File: src/include/fsync_consts.svh
/*
 * Barrier synchronization node constants
 * Field widths, node level and queue depth
 */

`ifndef FSYNC_CONSTS_SVH
`define FSYNC_CONSTS_SVH

// Level field width
`define FSYNC_LVL_W 4

// Barrier id width, 16 ids
`define FSYNC_ID_W 4

// Level at which this node is the root
`define FSYNC_NODE_LVL 1

// Receive FIFO and transmit queue entries, power of two
`define FSYNC_FIFO_DEPTH 4

`endif

File: src/verilog/fsync_pkg.sv
/*
 * Barrier synchronization node types
 * Request fields, arrival mask and handshake states
 */

package fsync_pkg;

  `include "fsync_consts.svh"

  typedef logic [`FSYNC_LVL_W-1:0] lvl_t;  // Request level
  typedef logic [`FSYNC_ID_W-1:0]  id_t;   // Barrier id
  typedef logic [1:0]              arrive_t; // One bit per child

  // Four-phase states, rx uses the first three and tx the last two
  typedef enum logic [2:0] {
    HS_IDLE,
    HS_ACK,
    HS_WAIT_LOW,
    HS_REQ,
    HS_DROP
  } hs_state_e;

endpackage

File: src/verilog/fsync_stream_if.sv
/*
 * Valid/ready stream between internal node blocks
 * Carries one request level and barrier id per transfer
 */

`timescale 1ns/1ps

interface fsync_stream_if;
  import fsync_pkg::*;

  logic valid;
  logic ready;
  lvl_t lvl;
  id_t  id;

  modport src (
    output valid,
    output lvl,
    output id,
    input  ready
  );

  modport dst (
    input  valid,
    input  lvl,
    input  id,
    output ready
  );

endinterface

File: src/verilog/fsync_aggregator.sv
/*
 * Barrier aggregation for one direction
 * Tracks child arrivals per id, completes root barriers locally,
 * forwards higher levels to the parent and sends parent responses down
 */

`timescale 1ns/1ps
`include "fsync_consts.svh"

module fsync_aggregator (
  input  logic        clk_i,
  input  logic        rst_ni,
  fsync_stream_if.dst req_i,
  input  logic        src_i,
  fsync_stream_if.dst parent_rsp_i,
  fsync_stream_if.src up_o,
  fsync_stream_if.src down_o
);
  import fsync_pkg::*;

  localparam int unsigned N_IDS = 1 << `FSYNC_ID_W;

  arrive_t arrive_q [N_IDS];
  arrive_t arrive_new;
  logic    pair_done;
  logic    is_root;
  logic    req_fire;
  logic    rsp_fire;
  logic    root_done;
  logic    fwd_done;
  logic    up_valid_q;
  lvl_t    up_lvl_q;
  id_t     up_id_q;
  logic    dn_valid_q;
  id_t     dn_id_q;

  assign arrive_new = arrive_q[req_i.id] | (src_i ? arrive_t'(2'b10) : arrive_t'(2'b01));
  assign pair_done  = &arrive_new;
  assign is_root    = (req_i.lvl == lvl_t'(`FSYNC_NODE_LVL));

  // Parent responses own the down path, requests wait for both slots
  assign req_i.ready        = !up_valid_q && !dn_valid_q && !parent_rsp_i.valid;
  assign parent_rsp_i.ready = !dn_valid_q;

  assign req_fire  = req_i.valid && req_i.ready;
  assign rsp_fire  = parent_rsp_i.valid && parent_rsp_i.ready;
  assign root_done = req_fire && pair_done && is_root;
  assign fwd_done  = req_fire && pair_done && !is_root;

  always_ff @(posedge clk_i, negedge rst_ni) begin
    if (!rst_ni) begin
      arrive_q <= '{default: '0};
    end else if (req_fire) begin
      arrive_q[req_i.id] <= pair_done ? arrive_t'('0) : arrive_new;  // Free id on completion
    end
  end

  always_ff @(posedge clk_i, negedge rst_ni) begin
    if (!rst_ni) begin
      up_valid_q <= 1'b0;
      dn_valid_q <= 1'b0;
    end else begin
      if (up_valid_q && up_o.ready)   up_valid_q <= 1'b0;
      if (fwd_done)                   up_valid_q <= 1'b1;
      if (dn_valid_q && down_o.ready) dn_valid_q <= 1'b0;
      if (rsp_fire || root_done)      dn_valid_q <= 1'b1;
    end
  end

  always_ff @(posedge clk_i) begin
    if (fwd_done) begin
      up_lvl_q <= req_i.lvl;
      up_id_q  <= req_i.id;
    end
    if (rsp_fire) begin
      dn_id_q <= parent_rsp_i.id;
    end else if (root_done) begin
      dn_id_q <= req_i.id;
    end
  end

  assign up_o.valid = up_valid_q;
  assign up_o.lvl   = up_lvl_q;
  assign up_o.id    = up_id_q;

  assign down_o.valid = dn_valid_q;
  assign down_o.lvl   = lvl_t'(`FSYNC_NODE_LVL);  // Children only use the id
  assign down_o.id    = dn_id_q;

endmodule

File: src/verilog/fsync_arbiter.sv
/*
 * Round-robin merge of the two child request streams
 * Tags the granted entry with its child index
 */

`timescale 1ns/1ps

module fsync_arbiter (
  input  logic        clk_i,
  input  logic        rst_ni,
  fsync_stream_if.dst in0_i,
  fsync_stream_if.dst in1_i,
  fsync_stream_if.src out_o,
  output logic        src_o
);

  logic prio_q;    // Child favoured on contention
  logic any_valid;
  logic sel;

  assign any_valid = in0_i.valid || in1_i.valid;
  assign sel       = (in0_i.valid && in1_i.valid) ? prio_q : in1_i.valid;

  assign out_o.valid = any_valid;
  assign out_o.lvl   = sel ? in1_i.lvl : in0_i.lvl;
  assign out_o.id    = sel ? in1_i.id  : in0_i.id;
  assign src_o       = sel;

  assign in0_i.ready = out_o.ready && !sel;
  assign in1_i.ready = out_o.ready && sel;

  // A stalled grant is pinned so the output entry stays stable
  always_ff @(posedge clk_i, negedge rst_ni) begin
    if (!rst_ni) begin
      prio_q <= 1'b0;
    end else if (any_valid) begin
      prio_q <= out_o.ready ? !sel : sel;  // Toggle away from the winner
    end
  end

endmodule

File: src/verilog/fsync_node_2d.sv
/*
 * Two-direction barrier synchronization node
 * Each direction merges two children, completes root barriers locally
 * and forwards higher-level barriers to its parent over four-phase links
 */

`timescale 1ns/1ps
`include "fsync_consts.svh"

module fsync_node_2d (
  input  logic                  clk_i,
  input  logic                  rst_ni,
  input  logic [1:0]            h_req_i,
  input  fsync_pkg::lvl_t [1:0] h_req_lvl_i,
  input  fsync_pkg::id_t [1:0]  h_req_id_i,
  output logic [1:0]            h_req_ack_o,
  output logic [1:0]            h_rsp_o,
  output fsync_pkg::id_t [1:0]  h_rsp_id_o,
  input  logic [1:0]            h_rsp_ack_i,
  output logic                  h_up_req_o,
  output fsync_pkg::lvl_t       h_up_lvl_o,
  output fsync_pkg::id_t        h_up_id_o,
  input  logic                  h_up_ack_i,
  input  logic                  h_dn_req_i,
  input  fsync_pkg::id_t        h_dn_id_i,
  output logic                  h_dn_ack_o,
  input  logic [1:0]            v_req_i,
  input  fsync_pkg::lvl_t [1:0] v_req_lvl_i,
  input  fsync_pkg::id_t [1:0]  v_req_id_i,
  output logic [1:0]            v_req_ack_o,
  output logic [1:0]            v_rsp_o,
  output fsync_pkg::id_t [1:0]  v_rsp_id_o,
  input  logic [1:0]            v_rsp_ack_i,
  output logic                  v_up_req_o,
  output fsync_pkg::lvl_t       v_up_lvl_o,
  output fsync_pkg::id_t        v_up_id_o,
  input  logic                  v_up_ack_i,
  input  logic                  v_dn_req_i,
  input  fsync_pkg::id_t        v_dn_id_i,
  output logic                  v_dn_ack_o
);
  import fsync_pkg::*;

  // First index is the direction, 0 for h and 1 for v
  logic c_req [2][2];
  lvl_t c_lvl [2][2];
  id_t  c_id  [2][2];
  logic c_ack [2][2];
  logic r_req [2][2];
  id_t  r_id  [2][2];
  logic r_ack [2][2];
  logic up_req [2];
  lvl_t up_lvl [2];
  id_t  up_id  [2];
  logic up_ack [2];
  logic dn_req [2];
  id_t  dn_id  [2];
  logic dn_ack [2];

  for (genvar c = 0; c < 2; c++) begin : gen_map
    assign c_req[0][c] = h_req_i[c];
    assign c_req[1][c] = v_req_i[c];
    assign c_lvl[0][c] = h_req_lvl_i[c];
    assign c_lvl[1][c] = v_req_lvl_i[c];
    assign c_id[0][c]  = h_req_id_i[c];
    assign c_id[1][c]  = v_req_id_i[c];
    assign r_ack[0][c] = h_rsp_ack_i[c];
    assign r_ack[1][c] = v_rsp_ack_i[c];
  end

  assign h_req_ack_o = {c_ack[0][1], c_ack[0][0]};
  assign v_req_ack_o = {c_ack[1][1], c_ack[1][0]};
  assign h_rsp_o     = {r_req[0][1], r_req[0][0]};
  assign v_rsp_o     = {r_req[1][1], r_req[1][0]};
  assign h_rsp_id_o  = {r_id[0][1], r_id[0][0]};
  assign v_rsp_id_o  = {r_id[1][1], r_id[1][0]};

  assign up_ack[0]  = h_up_ack_i;
  assign up_ack[1]  = v_up_ack_i;
  assign h_up_req_o = up_req[0];
  assign v_up_req_o = up_req[1];
  assign h_up_lvl_o = up_lvl[0];
  assign v_up_lvl_o = up_lvl[1];
  assign h_up_id_o  = up_id[0];
  assign v_up_id_o  = up_id[1];

  assign dn_req[0]  = h_dn_req_i;
  assign dn_req[1]  = v_dn_req_i;
  assign dn_id[0]   = h_dn_id_i;
  assign dn_id[1]   = v_dn_id_i;
  assign h_dn_ack_o = dn_ack[0];
  assign v_dn_ack_o = dn_ack[1];

  for (genvar d = 0; d < 2; d++) begin : gen_dir
    fsync_stream_if child_s [2] ();
    fsync_stream_if tx_s [2] ();
    fsync_stream_if arb_s ();
    fsync_stream_if par_s ();
    fsync_stream_if up_s ();
    fsync_stream_if dn_s ();
    logic           arb_src;

    for (genvar c = 0; c < 2; c++) begin : gen_child
      fsync_rx_fifo i_rx (
        .clk_i  ( clk_i       ),
        .rst_ni ( rst_ni      ),
        .req_i  ( c_req[d][c] ),
        .lvl_i  ( c_lvl[d][c] ),
        .id_i   ( c_id[d][c]  ),
        .ack_o  ( c_ack[d][c] ),
        .out_o  ( child_s[c]  )
      );

      // Both child queues enqueue on the same down transfer
      assign tx_s[c].valid = dn_s.valid && tx_s[1-c].ready;
      assign tx_s[c].lvl   = dn_s.lvl;
      assign tx_s[c].id    = dn_s.id;

      fsync_tx_port i_tx (
        .clk_i  ( clk_i       ),
        .rst_ni ( rst_ni      ),
        .in_i   ( tx_s[c]     ),
        .req_o  ( r_req[d][c] ),
        .lvl_o  (             ),
        .id_o   ( r_id[d][c]  ),
        .ack_i  ( r_ack[d][c] )
      );
    end

    assign dn_s.ready = tx_s[0].ready && tx_s[1].ready;

    fsync_arbiter i_arb (
      .clk_i  ( clk_i      ),
      .rst_ni ( rst_ni     ),
      .in0_i  ( child_s[0] ),
      .in1_i  ( child_s[1] ),
      .out_o  ( arb_s      ),
      .src_o  ( arb_src    )
    );

    fsync_rx_fifo i_par_rx (
      .clk_i  ( clk_i                         ),
      .rst_ni ( rst_ni                        ),
      .req_i  ( dn_req[d]                     ),
      .lvl_i  ( lvl_t'(`FSYNC_NODE_LVL + 1)   ),  // Parent responses carry no level
      .id_i   ( dn_id[d]                      ),
      .ack_o  ( dn_ack[d]                     ),
      .out_o  ( par_s                         )
    );

    fsync_aggregator i_agg (
      .clk_i        ( clk_i   ),
      .rst_ni       ( rst_ni  ),
      .req_i        ( arb_s   ),
      .src_i        ( arb_src ),
      .parent_rsp_i ( par_s   ),
      .up_o         ( up_s    ),
      .down_o       ( dn_s    )
    );

    fsync_tx_port i_up_tx (
      .clk_i  ( clk_i     ),
      .rst_ni ( rst_ni    ),
      .in_i   ( up_s      ),
      .req_o  ( up_req[d] ),
      .lvl_o  ( up_lvl[d] ),
      .id_o   ( up_id[d]  ),
      .ack_i  ( up_ack[d] )
    );
  end

endmodule

File: src/verilog/fsync_rx_fifo.sv
/*
 * Four-phase receiver with circular FIFO
 * Captures level and id on req, acks, and presents the head as a stream
 */

`timescale 1ns/1ps
`include "fsync_consts.svh"

module fsync_rx_fifo (
  input  logic            clk_i,
  input  logic            rst_ni,
  input  logic            req_i,
  input  fsync_pkg::lvl_t lvl_i,
  input  fsync_pkg::id_t  id_i,
  output logic            ack_o,
  fsync_stream_if.src     out_o
);
  import fsync_pkg::*;

  localparam int unsigned PTR_W = $clog2(`FSYNC_FIFO_DEPTH);

  hs_state_e      state_q;
  hs_state_e      state_d;
  logic [PTR_W:0] wr_ptr_q;
  logic [PTR_W:0] rd_ptr_q;
  lvl_t           lvl_mem [`FSYNC_FIFO_DEPTH];
  id_t            id_mem  [`FSYNC_FIFO_DEPTH];
  logic           full;
  logic           empty;
  logic           capture;
  logic           commit;
  logic           pop;

  assign empty   = (wr_ptr_q == rd_ptr_q);
  assign full    = (wr_ptr_q[PTR_W] != rd_ptr_q[PTR_W]) &&
                   (wr_ptr_q[PTR_W-1:0] == rd_ptr_q[PTR_W-1:0]);
  assign capture = (state_q == HS_IDLE) && req_i && !full; // Ack held off while full
  assign commit  = (state_q == HS_ACK);  // Entry becomes visible one cycle after ack
  assign pop     = out_o.ready && !empty;

  always_comb begin
    state_d = state_q;
    unique case (state_q)
      HS_IDLE:     if (capture) state_d = HS_ACK;
      HS_ACK:      state_d = req_i ? HS_WAIT_LOW : HS_IDLE;
      HS_WAIT_LOW: if (!req_i) state_d = HS_IDLE;
      default:     state_d = HS_IDLE;
    endcase
  end

  always_ff @(posedge clk_i, negedge rst_ni) begin
    if (!rst_ni) begin
      state_q  <= HS_IDLE;
      wr_ptr_q <= '0;
      rd_ptr_q <= '0;
    end else begin
      state_q <= state_d;
      if (commit) wr_ptr_q <= wr_ptr_q + 1'b1;
      if (pop)    rd_ptr_q <= rd_ptr_q + 1'b1;
    end
  end

  always_ff @(posedge clk_i) begin
    if (capture) begin
      lvl_mem[wr_ptr_q[PTR_W-1:0]] <= lvl_i;
      id_mem[wr_ptr_q[PTR_W-1:0]]  <= id_i;
    end
  end

  assign ack_o = (state_q == HS_ACK) || (state_q == HS_WAIT_LOW);

  assign out_o.valid = !empty;
  assign out_o.lvl   = lvl_mem[rd_ptr_q[PTR_W-1:0]];
  assign out_o.id    = id_mem[rd_ptr_q[PTR_W-1:0]];

endmodule

File: src/verilog/fsync_tx_port.sv
/*
 * Transmit queue with four-phase sender
 * Drives one child response channel or the parent request channel
 */

`timescale 1ns/1ps
`include "fsync_consts.svh"

module fsync_tx_port (
  input  logic            clk_i,
  input  logic            rst_ni,
  fsync_stream_if.dst     in_i,
  output logic            req_o,
  output fsync_pkg::lvl_t lvl_o,
  output fsync_pkg::id_t  id_o,
  input  logic            ack_i
);
  import fsync_pkg::*;

  localparam int unsigned PTR_W = $clog2(`FSYNC_FIFO_DEPTH);

  hs_state_e      state_q;
  hs_state_e      state_d;
  logic [PTR_W:0] wr_ptr_q;
  logic [PTR_W:0] rd_ptr_q;
  lvl_t           lvl_mem [`FSYNC_FIFO_DEPTH];
  id_t            id_mem  [`FSYNC_FIFO_DEPTH];
  logic           full;
  logic           empty;
  logic           push;
  logic           pop;

  assign empty = (wr_ptr_q == rd_ptr_q);
  assign full  = (wr_ptr_q[PTR_W] != rd_ptr_q[PTR_W]) &&
                 (wr_ptr_q[PTR_W-1:0] == rd_ptr_q[PTR_W-1:0]);
  assign push  = in_i.valid && !full;
  assign pop   = (state_q == HS_REQ) && ack_i;  // Req drops on the same edge

  assign in_i.ready = !full;

  always_comb begin
    state_d = state_q;
    unique case (state_q)
      HS_IDLE: if (!empty) state_d = HS_REQ;
      HS_REQ:  if (ack_i) state_d = HS_DROP;
      HS_DROP: if (!ack_i) state_d = HS_IDLE;  // Wait for ack low before next req
      default: state_d = HS_IDLE;
    endcase
  end

  always_ff @(posedge clk_i, negedge rst_ni) begin
    if (!rst_ni) begin
      state_q  <= HS_IDLE;
      wr_ptr_q <= '0;
      rd_ptr_q <= '0;
    end else begin
      state_q <= state_d;
      if (push) wr_ptr_q <= wr_ptr_q + 1'b1;
      if (pop)  rd_ptr_q <= rd_ptr_q + 1'b1;
    end
  end

  always_ff @(posedge clk_i) begin
    if (push) begin
      lvl_mem[wr_ptr_q[PTR_W-1:0]] <= in_i.lvl;
      id_mem[wr_ptr_q[PTR_W-1:0]]  <= in_i.id;
    end
  end

  assign req_o = (state_q == HS_REQ);
  assign lvl_o = lvl_mem[rd_ptr_q[PTR_W-1:0]];
  assign id_o  = id_mem[rd_ptr_q[PTR_W-1:0]];

endmodule
File: config.mk
export PLATFORM = sky130hd
export DESIGN_NAME = fsync_node_2d
export DESIGN_NICKNAME = d
export VERILOG_FILES = /design/src/verilog/fsync_pkg.sv /design/src/verilog/fsync_stream_if.sv /design/src/verilog/fsync_aggregator.sv /design/src/verilog/fsync_arbiter.sv /design/src/verilog/fsync_node_2d.sv /design/src/verilog/fsync_rx_fifo.sv /design/src/verilog/fsync_tx_port.sv
export VERILOG_INCLUDE_DIRS = /design/src /design/src/include
export SDC_FILE = /design/constraint.sdc
export NUM_CORES = 1
export LEC_CHECK = 0
export BUFFER_PORTS_ARGS = -buffer_cell sky130_fd_sc_hd__buf_2
export CORE_UTILIZATION = 40
export CTS_CLUSTER_DIAMETER = 80
export DETAILED_ROUTE_END_ITERATION = 10
export HOLD_SLACK_MARGIN = 0.15
export PLACE_DENSITY = 0.59
export SYNTH_ARGS = -nofsm -noshare
export SYNTH_HDL_FRONTEND = slang
export SYNTH_SLANG_ARGS = --single-unit
export TNS_END_PERCENT = 1
File: constraint.sdc
create_clock -name clk_i -period 4.3 [get_ports clk_i]
set_clock_uncertainty 0.1 [all_clocks]
set_input_delay 0.86 -clock clk_i [delete_from_list [all_inputs] [get_ports clk_i]]
set_output_delay 0.86 -clock clk_i [all_outputs]
set_load 0.05 [all_outputs]
Yosys cells after proc, flatten, opt, wreduce, memory -nomap -nowiden
Memories as Yosys holds them, arrays and structs flattened.
Cells that the tools add are included.
Storage, ports and cells
  flip-flop bits (word level): 202
  bits in writable memories: 288
  input port bits: 54
  output and inout bits: 44
  logic and storage cells: 468
  memories: 18
Memories
  gen_dir[0].gen_child[0].i_rx.id_mem: depth 4, width 4, read ports 1, clocked after Yosys merged registers in 0, write ports 1, line fsync_rx_fifo.sv:27  | id_t id_mem [`FSYNC_FIFO_DEPTH];
  gen_dir[0].gen_child[0].i_rx.lvl_mem: depth 4, width 4, read ports 1, clocked after Yosys merged registers in 0, write ports 1, line fsync_rx_fifo.sv:26  | lvl_t lvl_mem [`FSYNC_FIFO_DEPTH];
  gen_dir[0].gen_child[0].i_tx.id_mem: depth 4, width 4, read ports 1, clocked after Yosys merged registers in 0, write ports 1, line fsync_tx_port.sv:27  | id_t id_mem [`FSYNC_FIFO_DEPTH];
  gen_dir[0].gen_child[1].i_rx.id_mem: depth 4, width 4, read ports 1, clocked after Yosys merged registers in 0, write ports 1, line fsync_rx_fifo.sv:27
  gen_dir[0].gen_child[1].i_rx.lvl_mem: depth 4, width 4, read ports 1, clocked after Yosys merged registers in 0, write ports 1, line fsync_rx_fifo.sv:26
  gen_dir[0].gen_child[1].i_tx.id_mem: depth 4, width 4, read ports 1, clocked after Yosys merged registers in 0, write ports 1, line fsync_tx_port.sv:27
  12 more memories
Cells by class
  add/sub/neg operators: 24
  order comparisons: 4
  equal/unequal tests: 92
  mux-type cells: 108
  bitwise logic cells: 4
  reductions and logical operators: 138
Operators by type and width (number)
  one-hot mux 3 bit (3 select lines): 12
  2-to-1 mux 3 bit: 30
  adder 3 x 1 -> 3 bit (second input constant): 24
  logical AND 1 bit: 70
  bitwise mux 32 bit: 2
  != test 2 bit (second input constant): 22
  == test 3 x 2 -> 1 bit (second input constant): 12
  == test 3 bit: 12
  zero test 3 bit: 12
  2-to-1 mux 1 bit: 36
  2-to-1 mux 2 bit: 16
  2-to-1 mux 4 bit: 8
  zero test 1 bit: 26
  == test 2 bit: 12
  == test 3 x 1 -> 1 bit (second input constant): 6
  == test 3 bit (second input constant): 6
  AND reduction 3 bit: 6
  binary-select mux 2 bit (select 4 bit): 2
  demux 2 bit (select 4 bit): 2
  != test 2 x 1 -> 1 bit (second input constant): 8
  AND reduction 2 bit: 8
  != test 1 bit: 12
  nonzero test 2 bit: 6
  >= comparator 5 bit (second input constant): 2
  other kinds (5): 18

Depth between registers and ports, before layout
  word-level depth: 15
  depth in mapped cells: 13
  depth with buffers taken out: 9

Modules after synthesis
A second synthesis with hierarchy kept.
Unflattened totals
  cell total of the unflattened synthesis: 1467
  area, all modules: 25589.5 um^2
By module, submodules not included
  fsync_tx_port (gen_dir[0].gen_child[0].i_tx ...): instances 4, cells each 88, area each 1705.4 um^2, sequential area each 1161.1 um^2
  fsync_aggregator: instances 2, cells each 156, area each 2199.6 um^2, sequential area each 1211.2 um^2
  fsync_rx_fifo (gen_dir[0].gen_child[0].i_rx ...): instances 2, cells each 92, area each 1760.4 um^2, sequential area each 1161.1 um^2
  fsync_rx_fifo (gen_dir[0].gen_child[1].i_rx ...): instances 2, cells each 98, area each 1729.2 um^2, sequential area each 1161.1 um^2
  fsync_rx_fifo (gen_dir[1].i_par_rx): instances 1, cells each 108, area each 1801.7 um^2, sequential area each 1161.1 um^2
  fsync_rx_fifo (gen_dir[1].gen_child[1].i_rx): instances 1, cells each 93, area each 1771.7 um^2, sequential area each 1161.1 um^2
  fsync_tx_port (gen_dir[1].i_up_tx): instances 1, cells each 88, area each 1712.9 um^2, sequential area each 1161.1 um^2
  fsync_tx_port (gen_dir[1].gen_child[1].i_tx): instances 1, cells each 88, area each 1702.9 um^2, sequential area each 1161.1 um^2
  fsync_arbiter: instances 2, cells each 19, area each 177.7 um^2, sequential area each 25.0 um^2
  fsync_node_2d: instances 1, cells each 8, area each 45.0 um^2, sequential area each 0.0 um^2

Worst setup path before layout
Ideal clock, no wire load.
  path kind: register -> register
  start point: reg gen_dir[1].gen_child[0].i_rx.rd_ptr_q[1]
  end point: reg gen_dir[1].i_agg.up_id_q[0], enable pin
  setup time: 0.383 ns
  arrival: 2.874 ns
  data required time: 3.817 ns
  path slack: 0.943 ns
  stages on the path, launching flop included: 12
  cell sequence: dfrtp_1 > buf_4 > xor2_1 > o31a_1 > buf_6 > buf_4 > nor4b_1 > a311oi_1 > a22oi_1 > and4_4 > mux2i_4 > nor3_1
On the way
  cells in the longest elaborated chain, start to end: 13
  elaborated cells on any way between the ends: 21
  classes of those cells: eq/ne (2); mux (7); bitwise (2); reduce/logical (8); memory (2)
Ends and longest elaborated chain
  start: declaration: line fsync_rx_fifo.sv:25  | logic [PTR_W:0] rd_ptr_q;
  start signal: assignment: line fsync_rx_fifo.sv:59  | if (pop) rd_ptr_q <= rd_ptr_q + 1'b1;
  == test 3 bit: line fsync_rx_fifo.sv:34  | assign empty = (wr_ptr_q == rd_ptr_q);
  zero test 1 bit: line fsync_rx_fifo.sv:72  | assign out_o.valid = !empty;
  logical AND 1 bit: line fsync_arbiter.sv:22  | assign sel = (in0_i.valid && in1_i.valid) ? prio_q : in1_i.valid;
  2-to-1 mux 1 bit: line fsync_arbiter.sv:22
  2-to-1 mux 4 bit: line fsync_arbiter.sv:26  | assign out_o.id = sel ? in1_i.id : in0_i.id;
  inverter 4 -> 5 bit (implied by the code): line fsync_aggregator.sv:37  | assign arrive_new = arrive_q[req_i.id] | (src_i ? arrive_t'(2'b10) : arrive_t'(2'b01));
  binary-select mux 2 bit (select 4 bit): line fsync_aggregator.sv:37
  2-to-1 mux 2 bit (implied by the code) (2 in a row): line fsync_aggregator.sv:37
  OR 2 bit: line fsync_aggregator.sv:37
  AND reduction 2 bit: line fsync_aggregator.sv:38  | assign pair_done = &arrive_new;
  logical AND 1 bit: line fsync_aggregator.sv:48  | assign fwd_done = req_fire && pair_done && !is_root;
  logical AND 1 bit (*): line fsync_aggregator.sv:48
  net gen_dir[1].i_agg.fwd_done: line fsync_aggregator.sv:30  | logic fwd_done;
  end signal: assignment: line fsync_aggregator.sv:73  | up_id_q <= req_i.id;
  end: declaration: line fsync_aggregator.sv:33  | id_t up_id_q;
The timed path passes the listed nets; every way through them passes the cells marked *. The select of a mux whose other input is x is not followed.
A chain may end at the register's enable or synchronous reset.

Final worst setup path
  start point: reg gen_dir[1].gen_child[0].i_rx.rd_ptr_q[0]
  end point: reg gen_dir[1].i_agg.up_lvl_q[1], enable pin
On the way
  cells in the longest elaborated chain, start to end: 13
  elaborated cells on any way between the ends: 21
  classes of those cells: eq/ne (2); mux (7); bitwise (2); reduce/logical (8); memory (2)
Ends and longest elaborated chain
  == test 3 bit: line fsync_rx_fifo.sv:34
  zero test 1 bit: line fsync_rx_fifo.sv:72
  logical AND 1 bit: line fsync_arbiter.sv:22
  2-to-1 mux 1 bit: line fsync_arbiter.sv:22
  2-to-1 mux 4 bit: line fsync_arbiter.sv:26
  inverter 4 -> 5 bit (implied by the code): line fsync_aggregator.sv:37
  binary-select mux 2 bit (select 4 bit): line fsync_aggregator.sv:37
  2-to-1 mux 2 bit (implied by the code) (2 in a row): line fsync_aggregator.sv:37
  OR 2 bit: line fsync_aggregator.sv:37
  AND reduction 2 bit: line fsync_aggregator.sv:38
  logical AND 1 bit: line fsync_aggregator.sv:48
  logical AND 1 bit (*): line fsync_aggregator.sv:48
  net gen_dir[1].i_agg.fwd_done: line fsync_aggregator.sv:30
  end signal: assignment: line fsync_aggregator.sv:72  | up_lvl_q <= req_i.lvl;
  end: declaration: line fsync_aggregator.sv:32  | lvl_t up_lvl_q;
Marked as above.

==> results.json <==
{
  "yosys_warnings": 0,
  "endpoint_kind": "register",
  "post_synth_main_area_contributors": "sky130_fd_sc_hd__edfxtp_1 (42%), sky130_fd_sc_hd__dfrtp_1 (19%), sky130_fd_sc_hd__mux4_2 (6.8%), sky130_fd_sc_hd__ha_1 (4.6%), sky130_fd_sc_hd__mux2_2 (3.1%)",
  "cp.arrival_ns": 4.03,
  "drv.max_cap_violation_count": 0,
  "timing.rr.end": "gen_dir[1].i_agg.up_o.lvl[1]",
  "result_of_the_run": "completed",
  "worstPathRequired_ns": 4.41,
  "path_cells": "buf_4, mux4_2, nand2b_1, a22oi_1, a311oi_1, a22oi_1, and4_4, mux2i_4, nor3_1",
  "postSynthNetCount": 1683,
  "synth_unique_cells": 70,
  "synth_sequential_area_ratio": 0.609,
  "clock_path_buffers": 3,
  "cts_post_setup_buffers_inserted": 0,
  "cp_max_fo": 33,
  "crit_buf_inv": 1,
  "nFillCells": 4755,
  "wirelength_mm": 45.1,
  "regArea_sq_um": 13500,
  "ant_nets": 0,
  "num-nets-final": 1793,
  "std_cell_rows": 85,
  "reg2reg_depth": 9,
  "synth_seq_cells": 478,
  "netlist_area_sq_um": 22200,
  "cts.sink_count": 478,
  "rsz_0062_raised_after_global_routing": "no",
  "tightestPinTransition_ns": 1.05,
  "critPathLaunchType": "register",
  "post_synth_most_frequent_cells": "sky130_fd_sc_hd__edfxtp_1 (312), sky130_fd_sc_hd__nand2_1 (170), sky130_fd_sc_hd__dfrtp_1 (166), sky130_fd_sc_hd__ha_1 (82), sky130_fd_sc_hd__mux4_2 (67)",
  "asyncSetResetFlopFracSynth": 0.347,
  "syn_area_per_cell_sq_um": 14.3,
  "post-route-min-period_ns": 3.91,
  "finalNonFillerCells": 2441,
  "cts_tree": "done",
  "cts.htree.levels": 2,
  "first_global_vias": 13195,
  "tritoncts_buffer_count": 52,
  "relSlewSlack": 0.292,
  "synth.most_common_cell": "sky130_fd_sc_hd__edfxtp_1",
  "crit_path_max_incr_delay_ns": 0.86,
  "coreArea_sq_um": 54300,
  "post_drt_wl_per_cell_microns": 18.5,
  "post_drt_via_cell_ratio": 5.24,
  "dr_total_vias": 12783,
  "gp_congestion": 0.874,
  "clk_transition_reported_paths_ns": 0.06,
  "holdCritPathClass": "in2async",
  "clock-root-buffer": "sky130_fd_sc_hd__clkbuf_16",
  "hold_viol": 0,
  "clkLatencyLatePin_ns": 0.61,
  "initial_antenna_violation_count": 4,
  "r2r-start": "gen_dir[1].gen_child[0].i_rx.rd_ptr_q[0]",
  "grt_overflow_total": 0,
  "grt_usage": 0.164,
  "critical_path.startpoint": "gen_dir[1].gen_child[0].i_rx.rd_ptr_q[0]",
  "synthToLayoutAreaGrowth_pct": 13.8,
  "clock.fmax_mhz": 256,
  "design.portCount": 98,
  "critical_path.top_delay_family": "simple AND/OR/NAND/NOR gates",
  "timing.final.setup_violations": 0,
  "synth_enable_flop_cells": 312,
  "grt_first_pass_wirelength_mm": 72.8,
  "placed_cells_incl_taps": 2342,
  "cp.depth": 9,
  "timing.setup.tns_ns": 0,
  "dp_hpwl_mm": 31.3,
  "crit_path_max_delay_cell_type": "sky130_fd_sc_hd__nor3_1",
  "detail_route.iter0.violations": 846,
  "synthCells": 1547,
  "critical_path_class": "reg2reg",
  "yosysTopAreaCell": "sky130_fd_sc_hd__edfxtp_1",
  "final_max_slew_viol_count": 0,
  "die_h_microns": 238,
  "die_ar_sq_um": 56400,
  "final_core_util": 0.465,
  "most_frequent_cell_on_the_critical_path": "sky130_fd_sc_hd__a22oi_1",
  "cts_hold_buffers": 0,
  "drc_errors": 0,
  "drt_first_pass_iters": 6,
  "layout_worst_path_cycle_share": 0.910,
  "initial_core_utilization": 0.408,
  "timing.reg2reg.setup_slack_ns": 0.39,
  "final_layout_size_suffix_gt1_frac": 0.223,
  "area_of_the_multi_input_gates_sq_um": 8020,
  "portBuffers": 97,
  "maximum_number_of_pins_on_one_net_before_global_route_repair": 81,
  "die_x_microns": 238,
  "cts_resized": 0,
  "synth_top_flop_cell": "sky130_fd_sc_hd__edfxtp_1",
  "synth_largest_type_area_fraction": 0.422
}
==> metal layers <==
layer,global-route usage,share of wire,vias up
met5,0,0.00073,-
met4,0.0403,0.018,6
met3,0.0298,0.051,68
met2,0.264,0.47,267
met1,0.229,0.46,6465
li1,-,-,5977
==> how the worst max path moves through the flow <==
stage | slack, ns | endpoint
after floorplan | 0.94 | gen_dir[1].i_agg.up_o.id[0]
after global placement | 0.43 | gen_dir[0].i_agg.arrive_q[23]
after detailed placement | 0.43 | gen_dir[0].i_agg.arrive_q[23]
after CTS | 0.42 | gen_dir[1].i_agg.up_o.lvl[1]
after global routing | 0.07 | gen_dir[1].i_agg.up_o.lvl[1]
final | 0.39 | gen_dir[1].i_agg.up_o.lvl[1]
==> placed cells by master (no fill, tap or decap), types with 52 or more instances in the layout <==
cell	count
sky130_fd_sc_hd__clkbuf_16	52
sky130_fd_sc_hd__mux2_2	61
sky130_fd_sc_hd__mux4_2	67
sky130_fd_sc_hd__dfrtp_1	166
sky130_fd_sc_hd__ha_1	82
sky130_fd_sc_hd__edfxtp_1	312
sky130_fd_sc_hd__nor2_1	53
sky130_fd_sc_hd__nand2_1	170
sky130_fd_sc_hd__buf_2	96
sky130_fd_sc_hd__inv_1	60
==> stage by stage <==
step | hold slack (ns) | cell area, sq um | worst slack (ns)
global placement | 0.335 | 23400 | 0.426
floorplan | 0.325 | 22200 | 0.943
detailed placement | 0.350 | 23400 | 0.426
global route | 0.217 | 25200 | 0.0734
finish | 0.166 | 25200 | 0.389
CTS | 0.216 | 25200 | 0.420
==> state kept, by name, summed over array words and instances, names as in the netlist, 8 cells and up <==
name and flops:
gen_dir.gen_child.i_tx.wr_ptr_q 12, gen_dir.i_up_tx.lvl_mem 32, gen_dir.i_agg.up_o.lvl 8, gen_dir.gen_child.i_rx.state_q 8, gen_dir.gen_child.i_rx.rd_ptr_q 12, gen_dir.gen_child.i_rx.lvl_mem 64
gen_dir.gen_child.i_tx.state_q 8, gen_dir.gen_child.i_tx.id_mem 64, gen_dir.gen_child.i_tx.rd_ptr_q 12, gen_dir.gen_child.i_rx.wr_ptr_q 12, gen_dir.i_agg.down_o.id 8, gen_dir.i_par_rx.id_mem 32
gen_dir.i_agg.arrive_q 64, gen_dir.gen_child.i_rx.id_mem 64, gen_dir.i_agg.up_o.id 8, gen_dir.i_up_tx.id_mem 32
==> cell type report <==
class                           count  share of cell area
Sequential cell                   478               0.536
Antenna cell                        1           0.0000991
Clock inverter                     41              0.0199
Timing Repair Buffer              126              0.0286
Clock buffer                       57              0.0523
Inverter                           62             0.00922
Tap cell                          739              0.0366
Multi-Input combinational cell    937               0.318
==> logic make-up (layout without fill, tap and decap cells) <==
group | count (synthesis) | after routing | share of synthesized area
AO/OA/AOI/OAI | 198 | 198 | 0.0664
buffers and inverters | 132 | 286 | 0.0295
other | 0 | 1 | 0
adder cells (fa/ha/maj) | 82 | 82 | 0.0462
flip-flops | 478 | 478 | 0.609
AND/OR/NAND/NOR | 427 | 427 | 0.101
XOR/XNOR | 86 | 86 | 0.0350
multiplexers | 144 | 144 | 0.113
Power is left out: the tool's default activity adds up to more than one toggle a clock period on the data nets, which glitch-free logic cannot reach.
